**src/aluPkg.sv**
```systemverilog
package aluPkg;

  ////////////////////////////////////////
  // widths and timing
  ////////////////////////////////////////

  localparam int dataWidth = 32;
  localparam int addrWidth = 5;

  // cycles given to the ripple chain before the result is captured.
  localparam int settleCycles = 4;
  localparam int settleWidth = $clog2(settleCycles + 1);

  ////////////////////////////////////////
  // encodings
  ////////////////////////////////////////

  // software command, code 7 is reserved.
  typedef enum logic [2:0] {
    CMD_ADD = 3'd0,
    CMD_SUB = 3'd1,
    CMD_XOR = 3'd2,
    CMD_SLT = 3'd3,
    CMD_AND = 3'd4,
    CMD_OR  = 3'd5,
    CMD_NOR = 3'd6
  } command_t;

  // slice result select, same order as the slice mux inputs.
  typedef enum logic [2:0] {
    OP_SUM  = 3'd0,
    OP_XOR  = 3'd1,
    OP_LESS = 3'd2,
    OP_AND  = 3'd3,
    OP_OR   = 3'd4
  } sliceOp_t;

  ////////////////////////////////////////
  // register map
  ////////////////////////////////////////

  localparam logic [addrWidth-1:0] REG_OPA    = 5'h00;
  localparam logic [addrWidth-1:0] REG_OPB    = 5'h04;
  localparam logic [addrWidth-1:0] REG_CMD    = 5'h08;
  localparam logic [addrWidth-1:0] REG_RESULT = 5'h0C;
  localparam logic [addrWidth-1:0] REG_STATUS = 5'h10;

  typedef struct packed {
    logic busy;
    logic carry;
    logic overflow;
    logic zero;
  } status_t;

  typedef struct packed {
    sliceOp_t operation;
    logic     invertA;
    logic     invertB;
    logic     carryIn;
  } sliceCtrl_t;

endpackage

```
**src/aluIf.sv**
```systemverilog
interface aluIf;
  import aluPkg::*;

  // operands and decoded slice controls, from the register block.
  logic [dataWidth-1:0] opA;
  logic [dataWidth-1:0] opB;
  sliceCtrl_t           ctrl;

  // datapath outputs, valid once the chain has settled.
  logic [dataWidth-1:0] result;
  logic                 carry;
  logic                 overflow;
  logic                 zero;

  modport regs (
    output opA,
    output opB,
    output ctrl,
    input  result,
    input  carry,
    input  overflow,
    input  zero
  );

  modport datapath (
    input  opA,
    input  opB,
    input  ctrl,
    output result,
    output carry,
    output overflow,
    output zero
  );

endinterface

```
**src/aluSlice.sv**
```systemverilog
module aluSlice #(
  parameter bit msb = 1'b0
) (
  input  aluPkg::sliceOp_t operation,
  input  logic             operandA,
  input  logic             operandB,
  input  logic             invertA,
  input  logic             invertB,
  input  logic             carryIn,
  input  logic             less,
  output logic             result,
  output logic             carryOut,
  output logic             set,
  output logic             overflow
);
  import aluPkg::*;

  logic aSel;
  logic bSel;
  logic aAndB;
  logic aOrB;
  logic aXorB;
  logic sum;
  logic rawCarry;
  logic useCarry;

  assign aSel = invertA ? ~operandA : operandA;
  assign bSel = invertB ? ~operandB : operandB;

  assign aAndB = aSel & bSel;
  assign aOrB  = aSel | bSel;
  assign aXorB = aSel ^ bSel;

  // full adder.
  assign sum      = aSel ^ bSel ^ carryIn;
  assign rawCarry = (aSel & bSel) | (carryIn & (aSel ^ bSel));

  // carry only ripples for add and compare.
  assign useCarry = (operation == OP_SUM) || (operation == OP_LESS);
  assign carryOut = rawCarry & useCarry;

  always_comb begin
    case (operation)
      OP_SUM:  result = sum;
      OP_XOR:  result = aXorB;
      OP_LESS: result = less;
      OP_AND:  result = aAndB;
      OP_OR:   result = aOrB;
      default: result = 1'b0;
    endcase
  end

  generate
    if (msb) begin : gMsbOut
      assign set      = sum;
      assign overflow = (carryIn ^ carryOut) & useCarry;
    end else begin : gNoMsbOut
      assign set      = 1'b0;
      assign overflow = 1'b0;
    end
  endgenerate

endmodule

```
**src/aluRipple.sv**
```systemverilog
module aluRipple (
  aluIf.datapath dp
);
  import aluPkg::*;

  logic [dataWidth:0]   carry;
  logic [dataWidth-1:0] resultBits;
  logic                 msbSet;
  logic                 msbOverflow;
  logic                 lessFeedback;

  assign carry[0] = dp.ctrl.carryIn;

  // sign of a-b, fixed up when the subtraction overflowed.
  assign lessFeedback = msbSet ^ msbOverflow;

  generate
    for (genvar i = 0; i < dataWidth; i++) begin : gSlice
      if (i == dataWidth - 1) begin : gMsb
        aluSlice #(.msb(1'b1)) slice (
          .operation (dp.ctrl.operation),
          .operandA  (dp.opA[i]),
          .operandB  (dp.opB[i]),
          .invertA   (dp.ctrl.invertA),
          .invertB   (dp.ctrl.invertB),
          .carryIn   (carry[i]),
          .less      (1'b0),
          .result    (resultBits[i]),
          .carryOut  (carry[i+1]),
          .set       (msbSet),
          .overflow  (msbOverflow)
        );
      end else begin : gLsb
        aluSlice #(.msb(1'b0)) slice (
          .operation (dp.ctrl.operation),
          .operandA  (dp.opA[i]),
          .operandB  (dp.opB[i]),
          .invertA   (dp.ctrl.invertA),
          .invertB   (dp.ctrl.invertB),
          .carryIn   (carry[i]),
          .less      ((i == 0) ? lessFeedback : 1'b0), // only bit 0 takes the compare.
          .result    (resultBits[i]),
          .carryOut  (carry[i+1]),
          .set       (),
          .overflow  ()
        );
      end
    end
  endgenerate

  assign dp.result   = resultBits;
  assign dp.carry    = carry[dataWidth] & (dp.ctrl.operation == OP_SUM);
  assign dp.overflow = msbOverflow & (dp.ctrl.operation == OP_SUM);
  assign dp.zero     = ~|resultBits;

endmodule

```
**src/settleTimer.sv**
```systemverilog
module settleTimer (
  input  logic clk,
  input  logic reset,
  input  logic load,
  output logic expired
);
  import aluPkg::*;

  logic [settleWidth-1:0] count;

  // zero means idle. a load while counting is not expected.
  always_ff @(posedge clk) begin
    if (reset) begin
      count <= '0;
    end else if (count == '0) begin
      if (load) count <= settleWidth'(settleCycles);
    end else begin
      count <= count - 1'b1;
    end
  end

  assign expired = (count == settleWidth'(1)); // last settle cycle.

endmodule

```
**src/aluRegs.sv**
```systemverilog
module aluRegs (
  input  logic                         clk,
  input  logic                         reset,
  input  logic                         wrEn,
  input  logic [aluPkg::addrWidth-1:0] wrAddr,
  input  logic [aluPkg::dataWidth-1:0] wrData,
  input  logic                         start,
  input  logic                         capture,
  input  logic [aluPkg::addrWidth-1:0] rdAddr,
  output logic [aluPkg::dataWidth-1:0] regRdData,
  output logic                         busy,
  aluIf.regs                           dp
);
  import aluPkg::*;

  logic [dataWidth-1:0] opA;
  logic [dataWidth-1:0] opB;
  command_t             cmd;
  logic [dataWidth-1:0] result;
  status_t              status;
  sliceCtrl_t           ctrl;

  ////////////////////////////////////////
  // software registers
  ////////////////////////////////////////

  always_ff @(posedge clk) begin
    if (reset) begin
      opA    <= '0;
      opB    <= '0;
      cmd    <= CMD_ADD;
      result <= '0;
      status <= '0;
    end else begin
      if (wrEn) begin
        case (wrAddr)
          REG_OPA: opA <= wrData;
          REG_OPB: opB <= wrData;
          REG_CMD: cmd <= command_t'(wrData[2:0]);
          default: ;
        endcase
      end
      if (start) status.busy <= 1'b1;
      if (capture) begin
        result <= dp.result;
        status <= '{busy: 1'b0, carry: dp.carry, overflow: dp.overflow, zero: dp.zero};
      end
    end
  end

  assign busy = status.busy;

  ////////////////////////////////////////
  // command decode
  ////////////////////////////////////////

  always_comb begin
    ctrl = '{operation: OP_SUM, invertA: 1'b0, invertB: 1'b0, carryIn: 1'b0};
    case (cmd)
      CMD_SUB: begin
        ctrl.invertB = 1'b1; // a + ~b + 1.
        ctrl.carryIn = 1'b1;
      end
      CMD_XOR: ctrl.operation = OP_XOR;
      CMD_SLT: begin
        ctrl.operation = OP_LESS;
        ctrl.invertB   = 1'b1;
        ctrl.carryIn   = 1'b1;
      end
      CMD_AND: ctrl.operation = OP_AND;
      CMD_OR:  ctrl.operation = OP_OR;
      CMD_NOR: begin
        ctrl.operation = OP_AND; // ~a & ~b.
        ctrl.invertA   = 1'b1;
        ctrl.invertB   = 1'b1;
      end
      default: ;
    endcase
  end

  assign dp.opA  = opA;
  assign dp.opB  = opB;
  assign dp.ctrl = ctrl;

  always_comb begin
    case (rdAddr)
      REG_OPA:    regRdData = opA;
      REG_OPB:    regRdData = opB;
      REG_CMD:    regRdData = {{(dataWidth - 3){1'b0}}, cmd};
      REG_RESULT: regRdData = result;
      REG_STATUS: regRdData = {{(dataWidth - $bits(status_t)){1'b0}}, status};
      default:    regRdData = '0;
    endcase
  end

endmodule

```
**src/aluCtrl.sv**
```systemverilog
module aluCtrl (
  input  logic                         clk,
  input  logic                         reset,
  input  logic                         psel,
  input  logic                         penable,
  input  logic                         pwrite,
  input  logic [aluPkg::addrWidth-1:0] paddr,
  input  logic [aluPkg::dataWidth-1:0] pwdata,
  input  logic                         busy,
  input  logic                         expired,
  input  logic [aluPkg::dataWidth-1:0] regRdData,
  output logic [aluPkg::dataWidth-1:0] prdata,
  output logic                         pready,
  output logic                         pslverr,
  output logic                         wrEn,
  output logic [aluPkg::addrWidth-1:0] wrAddr,
  output logic [aluPkg::dataWidth-1:0] wrData,
  output logic [aluPkg::addrWidth-1:0] rdAddr,
  output logic                         start,
  output logic                         capture,
  output logic                         load
);
  import aluPkg::*;

  // STALL holds a write off, SETTLE holds a result read until capture.
  typedef enum logic [1:0] {IDLE, ACCESS, STALL, SETTLE} state_t;

  state_t state;
  state_t nextState;
  logic   transfer;
  logic   addrCmd;
  logic   addrResult;
  logic   mapped;
  logic   accessError;
  logic   holdOff;

  ////////////////////////////////////////
  // address decode
  ////////////////////////////////////////

  assign transfer   = psel && penable;
  assign addrCmd    = (paddr == REG_CMD);
  assign addrResult = (paddr == REG_RESULT);
  assign mapped     = (paddr == REG_OPA) || (paddr == REG_OPB) || addrCmd ||
                      addrResult || (paddr == REG_STATUS);

  assign accessError = !mapped ||
                       (pwrite && (addrResult || (paddr == REG_STATUS))) ||
                       (pwrite && addrCmd && (pwdata[2:0] > CMD_NOR)); // reserved code.

  // valid writes and result reads wait for the running command.
  assign holdOff = busy && !accessError && (pwrite || addrResult);

  ////////////////////////////////////////
  // bus state machine
  ////////////////////////////////////////

  always_ff @(posedge clk) begin
    if (reset) begin
      state   <= IDLE;
      capture <= 1'b0;
    end else begin
      state   <= nextState;
      capture <= expired; // one cycle after the settle interval.
    end
  end

  always_comb begin
    nextState = state;
    case (state)
      IDLE: if (psel && !penable) nextState = ACCESS;
      ACCESS: begin
        if (transfer && holdOff) nextState = pwrite ? STALL : SETTLE;
        else nextState = IDLE;
      end
      STALL, SETTLE: if (!transfer || !busy) nextState = IDLE;
      default: nextState = IDLE;
    endcase
  end

  always_comb begin
    case (state)
      ACCESS:        pready = transfer && !holdOff;
      STALL, SETTLE: pready = transfer && !busy;
      default:       pready = 1'b0;
    endcase
  end

  assign pslverr = pready && accessError;
  assign prdata  = (pready && !pwrite) ? regRdData : '0;

  assign wrEn   = pready && pwrite && !accessError;
  assign wrAddr = paddr;
  assign wrData = pwdata;
  assign rdAddr = paddr;
  assign start  = wrEn && addrCmd;
  assign load   = start;

endmodule

```
**src/aluTop.sv**
```systemverilog
module aluTop (
  input  logic                         clk,
  input  logic                         reset,
  input  logic                         psel,
  input  logic                         penable,
  input  logic                         pwrite,
  input  logic [aluPkg::addrWidth-1:0] paddr,
  input  logic [aluPkg::dataWidth-1:0] pwdata,
  output logic [aluPkg::dataWidth-1:0] prdata,
  output logic                         pready,
  output logic                         pslverr
);
  import aluPkg::*;

  logic                 wrEn;
  logic [addrWidth-1:0] wrAddr;
  logic [dataWidth-1:0] wrData;
  logic [addrWidth-1:0] rdAddr;
  logic [dataWidth-1:0] regRdData;
  logic                 start;
  logic                 capture;
  logic                 load;
  logic                 expired;
  logic                 busy;

  aluIf dpIf ();

  aluCtrl ctrl (
    .clk       (clk),
    .reset     (reset),
    .psel      (psel),
    .penable   (penable),
    .pwrite    (pwrite),
    .paddr     (paddr),
    .pwdata    (pwdata),
    .busy      (busy),
    .expired   (expired),
    .regRdData (regRdData),
    .prdata    (prdata),
    .pready    (pready),
    .pslverr   (pslverr),
    .wrEn      (wrEn),
    .wrAddr    (wrAddr),
    .wrData    (wrData),
    .rdAddr    (rdAddr),
    .start     (start),
    .capture   (capture),
    .load      (load)
  );

  aluRegs regs (
    .clk       (clk),
    .reset     (reset),
    .wrEn      (wrEn),
    .wrAddr    (wrAddr),
    .wrData    (wrData),
    .start     (start),
    .capture   (capture),
    .rdAddr    (rdAddr),
    .regRdData (regRdData),
    .busy      (busy),
    .dp        (dpIf.regs)
  );

  settleTimer timer (
    .clk     (clk),
    .reset   (reset),
    .load    (load),
    .expired (expired)
  );

  aluRipple ripple (
    .dp (dpIf.datapath)
  );

endmodule

```
**config.mk**
```make
export PLATFORM = sky130hd
export DESIGN_NAME = aluTop
export DESIGN_NICKNAME = d
export VERILOG_FILES = /design/src/aluPkg.sv /design/src/aluIf.sv /design/src/aluSlice.sv /design/src/aluRipple.sv /design/src/settleTimer.sv /design/src/aluRegs.sv /design/src/aluCtrl.sv /design/src/aluTop.sv
export SDC_FILE = /design/constraint.sdc
export NUM_CORES = 1
export LEC_CHECK = 0
export BUFFER_PORTS_ARGS = -buffer_cell sky130_fd_sc_hd__clkbuf_2
export CORE_MARGIN = 2
export CORE_UTILIZATION = 66
export CTS_BUF_LIST = sky130_fd_sc_hd__clkbuf_16
export DETAILED_ROUTE_END_ITERATION = 6
export PLACE_DENSITY = 0.87
export RECOVER_POWER = 50
export SYNTH_ARGS = -nofsm -noshare
export SYNTH_HDL_FRONTEND = slang
export SYNTH_SLANG_ARGS = --single-unit
```
**constraint.sdc**
```tcl
create_clock -name clk -period 45.9 [get_ports clk]
set_input_delay 4.59 -clock clk [delete_from_list [all_inputs] [get_ports clk]]
set_output_delay 4.59 -clock clk [all_outputs]
set_load 0.005 [all_outputs]
```
==> results summary, run 1 <==
The unique cell type count in the Yosys netlist came out at 65. STA classifies the critical path startpoint as a flop. The flip-flop cell with the highest count after synthesis is dfxtp_1.

The number of pins exceeding their max-slew limit in the final report is 119. The setup-violating endpoint count in the final report came out at 0. The cell count after synthesis came out at 1092.

The overall die height is 118 µm. The post-route met1 wirelength is 9500 µm. The mean routed wirelength per cell came out at ~18 µm. For this design the ratio of total power to cell area is between 20 and 25 mW/mm². The maximum vdd drop is between 0.00002 and 0.000025 V.

The remaining global-route overflow came out at 0. STA classifies the critical path endpoint as a flop. Detailed routing placed a total of around 11000 µm of wire on met2. The via count of the first global-routing pass came out at 7900. The clock-pin slew on the worst setup and hold paths came out at 0.07 ns.

The stage delay of the slowest cell on the critical path is around 0.5 ns. The wire length reported by the detailed router came out at ~23000 µm. The die covers 0.0140 mm². The count of nets left with antenna violations once routing finished came out at 0.

During placement, the flow inserted port buffers numbering 75. The count of flip-flops with a built-in enable after synthesis came out at 0. The netlist area before placement came out at between 0.008 and 0.009 mm². The synthesized area divided by synthesized cell count is 7.87 µm². The final total power is about 220 µW. Summed over all instances, the cell type with the most area after synthesis is dfxtp_1. The all-layer global routing usage came out at between 30% and 40%. For the finished layout, the period the worst path requires is 18.90 ns. The biggest fanout along the worst timing path is 45. The headroom to the max-slew limit is -150%.

The initial antenna violation count came out at 0. The instance count after placement with tap cells included came out at 1281. The average via count per standard cell is a little over 6.

After synthesis, the cell types taking the most area are dfxtp_1, ha_1, nand2_1, fa_1, xnor2_1. The first-pass GRT wire length came out at 38500 µm. The slew at the pin closest to its max-slew limit is 3.75 ns. The most common cell in the netlist is nand2_1. The HPWL after detailed placement is 15900 µm. The data required time of the critical path came out at 46.18 ns. The uppermost layer routed is met4.

The post-CTS setup buffer count is 0. In this run the worst hold path is classified as reg2reg. Before antenna repair, the detailed router went through 6 iterations. The largest clock skew in the final design came out at 0.00880 ns. The signed area change from the synthesized netlist to the final layout is 7.61%. The floorplan has 41 rows. The most prevalent standard cell on the critical path is fa_1.

The flow ran to the end, but the final reports show violations. The critical path in this run is classified as reg2reg. The violation count after the first detailed-route iteration came out at 945. The number of top-level design ports came out at 76. The finished layout holds 1297 standard cells, fillers aside. Across all hold checks on the routed design, the worst slack comes to 0.466 ns. The core footprint came out at 0.0127 mm². The repair_antennas step left the layout with diodes totalling 0.

Setup repair after global routing left no endpoint under its margin. The clock tree buffer depth is 2. The net count of the finished layout is 1258. After synthesis, the largest area contributor takes up 25.4% of total cell area. The sequential share of the synthesized area is 25.4%. Synthesis inferred roughly 110 register bits. Ranked by instance count, the synthesized netlist is headed by nand2_1, a21oi_1, dfxtp_1, nor2_1, inv_1. The largest net degree at the start of global routing came out at 81. TritonCTS built the clock tree. The final setup TNS came out at 0 ns. The number of warnings printed during yosys synthesis is 0. The via count came out at 8002.

The number of max-cap violations is 2. The ratio of cells with drive above 1 in the final layout is 10.0%. The hold violation total from the final report is 0.

The number of buffers created by CTS is 9. In the finished design, the share of the clock period the worst path needs comes to 41.2%. The clock latency of the later-clocked register in the worst-skew pair is 0.37 ns. The final reports fail on max-capacitance violations, max-slew violations.

The number of clock sinks came out at 109. The effective utilization at floorplan is 67.8%. The floorplan step set the die width to approximately 120 µm. The amount of wire on met3 after detailed routing came out at 1990 µm. In this run the clock root is driven by a clkbuf_16. The hold-fix buffer count after cts came out at 0. The async set-or-reset flop fraction in the synthesized netlist is 0%. The largest individual stage delay along the critical path comes from the cell buf_4. The endpoint arrival time on the critical path is 19.19 ns. The post-cts repair resize count is 0. Grouping stages by cell kind, the critical path spends the most delay in adder cells. The detailed-route DRC error count came out at 0.

The combined buffer and inverter count along the critical path came out at 3. Routability-driven placement finished with a final weighted congestion of 0.977. The highest clock frequency the design can meet came out at 0.0529 GHz.

The number of H-tree levels came out at 3. The number of nets handed over by synthesis was 1230. The leakage power of the design came out at 3.61 nW.
-- per-stage QoR --
step / cell area, µm² / utilization, % / setup slack (ns)
3_3_place_gp: 8970 / 70.8 / 27.65
2_1_floorplan: 8590 / - / 28.55
4_1_cts: 9280 / 73.2 / 27.09
5_1_grt: 9250 / 73.0 / 26.09
3_5_place_dp: 8970 / 70.8 / 27.34
6_report: 9250 / 73.0 / 27.00
-- logic make-up after synthesis --
logic type                 Yosys count  synth area share [%]
buffers and inverters              157                  7.77
xor gates and xnor gates            67                  6.83
and+or+nand+nor                    397                  21.6
muxes                               45                  5.24
DFF                                109                  25.4
adders and majority gates           96                  16.7
AOI/OAI and AO/OA                  221                  16.5
-- routing by layer --
metal / GRT usage (%) / vias to the layer above
met5: 0 / -
met4: 14.4 / 0
met3: 6.54 / 64
met2: 55.2 / 419
met1: 43.5 / 3788
li1: - / 3731
-- placed cells by master (no fill, tap or decap), types with 3 or more instances in the layout --
master	instances
nor2b_1	11
a21oi_1	109
nand2b_1	14
o22ai_1	7
a22oi_1	16
dfxtp_1	109
a32oi_1	3
buf_4	18
a31oi_1	7
o22a_1	3
clkinv_1	3
inv_1	79
nor3b_1	3
nand4_1	5
nor2_1	109
a22o_1	3
nand2_1	166
o21ai_0	12
a221oi_1	15
a211oi_1	14
xnor2_1	65
nor3_1	26
nand3_1	5
clkbuf_1	3
nor4bb_1	8
ha_1	65
fa_1	31
nor4_1	4
a311oi_1	11
mux2i_1	45
clkbuf_16	9
clkbuf_2	73
and2_1	31
a221o_1	6
-- sequential cells by signal (all words and copies together) (netlist names) --
register      count
ctrl.capture      1
ctrl.state        2
regs.busy         1
regs.cmd          3
regs.dp.opA      32
regs.dp.opB      32
regs.result      32
regs.status       3
timer.count       3
-- power by group --
group / switching (mW) / internal (mW)
Sequential: 0.00382 / 0.100
Combinational: 0.0177 / 0.0106
Clock: 0.0361 / 0.0471
Total: 0.0576 / 0.158
-- cell type report --
cell class / count / area (µm²)
Clock buffer: 9 / 225
Clock inverter: 7 / 81.3
Fill cell: 991 / 3420
Inverter: 80 / 300
Multi-Input combinational cell: 826 / 5730
Sequential cell: 109 / 2180
Tap cell: 172 / 215
Timing Repair Buffer: 94 / 512
-- path summary, 6_finish.rpt --
check                              startpoint                          end  slack, ns  depth (start not counted)
setup / recovery     regs.cmd[2]$_SDFFE_PP0P_  regs.status[0]$_SDFFE_PP0P_      27.00                         74
hold / removal    timer.count[1]$_SDFFE_PP0P_      ctrl.capture$_SDFF_PP0_       0.47                          1
setup reg to reg     regs.cmd[2]$_SDFFE_PP0P_  regs.status[0]$_SDFFE_PP0P_      27.00                         74
hold reg to reg   timer.count[1]$_SDFFE_PP0P_      ctrl.capture$_SDFF_PP0_       0.47                          1
No activity file was read; power rests on OpenSTA's default activity.
==> inputs of run 2 (changes only) <==
--- a/config.mk
+++ b/config.mk
@@ -7,10 +7,10 @@
 export LEC_CHECK = 0
 export BUFFER_PORTS_ARGS = -buffer_cell sky130_fd_sc_hd__clkbuf_2
 export CORE_MARGIN = 2
-export CORE_UTILIZATION = 66
+export CORE_UTILIZATION = 55
 export CTS_BUF_LIST = sky130_fd_sc_hd__clkbuf_16
 export DETAILED_ROUTE_END_ITERATION = 6
-export PLACE_DENSITY = 0.87
+export PLACE_DENSITY = 0.77
 export RECOVER_POWER = 50
 export SYNTH_ARGS = -nofsm -noshare
 export SYNTH_HDL_FRONTEND = slang
==> constraint.sdc (replaced) <==
create_clock -name clk -period 16.1 [get_ports clk]
set_input_delay 1.61 -clock clk [delete_from_list [all_inputs] [get_ports clk]]
set_output_delay 1.61 -clock clk [all_outputs]
set_load 0.005 [all_outputs]
==> run 2 against run 1 <==
The run ends with max-capacitance violations, max-slew violations, negative setup slack left. Largest power group unchanged. Core utilization down 9.8 points. Critical path type unchanged. First-iteration DRC count fell by 31%. Maximum frequency increased by 14%. Critical endpoint unchanged.
==> results summary, run 2 (same netlist as run 1, synthesis figures left out) <==
The number of buffers created by CTS came out at 9. Setup repair after global routing could not meet its margin everywhere. The largest clock skew in the final design came out at 0.00966 ns. The slew at the pin closest to its max-slew limit came out at a little over 3 ns. The final worst-path cycle share came out at 103%.

The kind of cell with the highest combined delay along the critical path is adder cells. The count of input and output buffers came out at 75. The clock latency of the later-clocked register in the worst-skew pair is 0.36 ns. The via count came out at 7872. The mean routed wirelength per cell is between 15 and 20 µm. The all-layer global routing usage came out at 29.8%. The effective utilization at floorplan came out at 56.3%. The wire length reported by the detailed router came out at ~24000 µm. The final weighted congestion in routability-driven placement came out at 0.919. Measured on the finished design, the core utilization comes to a little over three fifths. The path class of the tightest hold or removal check is reg2reg.

The final total power came out at 583 µW. TritonCTS built the clock tree. In this run the worst setup path begins at regs.cmd[2]$_SDFFE_PP0P_. In this run the tightest slew margin relative to its limit is -106%. The setup-violating endpoint count in the final report came out at 3. The worst setup path is of the reg2reg kind. In this run the horizontal extent of the chip is between 100 and 150 µm. Clock tree synthesis found a total of about 110 sinks.

The tool flagged a number of max-cap violations equal to 3. The antenna diode instance count is 0. The first-pass iteration count of the detailed router came out at 5. The worst-path cell with the longest stage delay is dfxtp_2. The HPWL after detailed placement is 16900 µm. The hold violation total from the final report came out at 0. The via count of the first global-routing pass came out at 7747. Subtracting the final worst setup slack from the clock period gives 16.57 ns. The worst setup path is launched from a flop. The cell that appears most often on the critical path is fa_2. The highest clock frequency the design can meet came out at about 0.060 GHz.

The biggest fanout along the worst timing path is 4. Cells with a size suffix above 1 make up 18.0% of the layout. The worst register-to-register path begins at regs.cmd[2]$_SDFFE_PP0P_. The element type at the critical path end is a flop. The final setup TNS is -0.877 ns. The depth of the worst register-to-register path came out at 72. The row count came out at 45. The cell depth of the worst min-delay path came out at 1. The net count of the finished layout is 1281. In this run the number of H-tree levels came out at 3. In this run the static leakage power is 3.71 nW. Leaving out fill and tap cells, the most frequent cells in the layout are nand2_1, nor2_1, a21oi_1, dfxtp_1, inv_1. The initial antenna violation count is 0. Once placement finished, the instance area stood at 0.00933 mm². In the final layout, the registers with the most flip-flops are regs.dp.opA x32, regs.dp.opB x32, regs.result x32. The number of placed instances, taps included, is 1338. The clock-pin slew on the worst setup and hold paths came out at 0.07 ns. The source of the worst hold timing path is timer.count[1]$_SDFFE_PP0P_.

The first global-routing pass estimated slightly below 40000 µm of wire. The remaining antenna violation count after routing came out at 0. The stage delay of the slowest cell on the critical path came out at 0.40 ns. The count of placed standard cells in the final layout, fillers left out is 1358. Leaving out fill and tap cells, the most frequent cell in the layout is nand2_1.

The root buffer cell chosen for the clock tree is clkbuf_16. The largest net degree at the start of global routing came out at 68. Timing analysis after detailed placement gives a worst setup slack of -0.896 ns. The worst setup slack after layout came out at -0.474 ns. The design area came out at 0.00965 mm². The endpoint arrival time on the critical path came out at around 17 ns. The number of pins exceeding their max-slew limit in the final report was 151.

The core footprint is 0.0153 mm². The detailed-route DRC error count came out at 0. The worst hold margin is 0.463 ns. The maximum vdd drop is 0.0000538 V. The number of top-level design ports came out at 76. The power per cell area came out at 60.4 mW/mm². The average via count per standard cell is around 5.8. For this run the aggregate overflow at the end of global routing stands at 0. The critical path runs through a total of 72 cells. The die footprint is 0.0166 mm². The clock tree buffer depth came out at 2. The area growth from synthesis to layout is 12.3%. The hold-fix buffer count after cts came out at 0.

In this run the vertical extent of the chip is 129 µm. The number of buffers and inverters on the critical path is 1. For this block, the initial DRC count from the detailed router was 649. The data required time of the critical path came out at 16.39 ns. The checks that failed: max-capacitance violations, max-slew violations, negative setup slack. The run finished, with violations left.
run 2: metal layers:
| layer | wire, µm | part of all wire, % | global-route usage [%] | vias up |
|---|---|---|---|---|
| met3 | 1670 | 6.9 | 5.90 | 67 |
| met5 | 0 | 0 | 0 | - |
| li1 | - | - | - | 3778 |
| met2 | 11700 | 48 | 50.5 | 297 |
| met4 | 799 | 3.3 | 11.8 | 0 |
| met1 | 10000 | 41 | 37.3 | 3730 |
run 2: cell type report:
cell class / instances / area (µm²)
multi-input combinational: 826 / 5960
fill: 1349 / 5610
sequential: 109 / 2190
timing repair buffer: 117 / 682
inverter: 80 / 300
tap: 211 / 264
clock buffer: 9 / 225
clock inverter: 6 / 30.0
run 2: timing repair:
action	4_1_cts	5_1_grt
resized for setup	6	6
pin swaps	39	3
setup endpoints to repair	6	6
buffers inserted	3	2
run 2: worst paths after layout:
path                            endpoint  slack, ns
max          regs.status[0]$_SDFFE_PP0P_      -0.47
min              ctrl.capture$_SDFF_PP0_       0.46
max reg2reg  regs.status[0]$_SDFFE_PP0P_      -0.47
min reg2reg      ctrl.capture$_SDFF_PP0_       0.46
run 2: power breakdown:
part           internal, mW  total (mW)  switching [mW]  leakage (nW)
sequential            0.286       0.296          0.0105         0.882
combinational        0.0309      0.0801          0.0492          2.70
clock                 0.103       0.206           0.103         0.128
total                 0.420       0.583           0.163          3.71
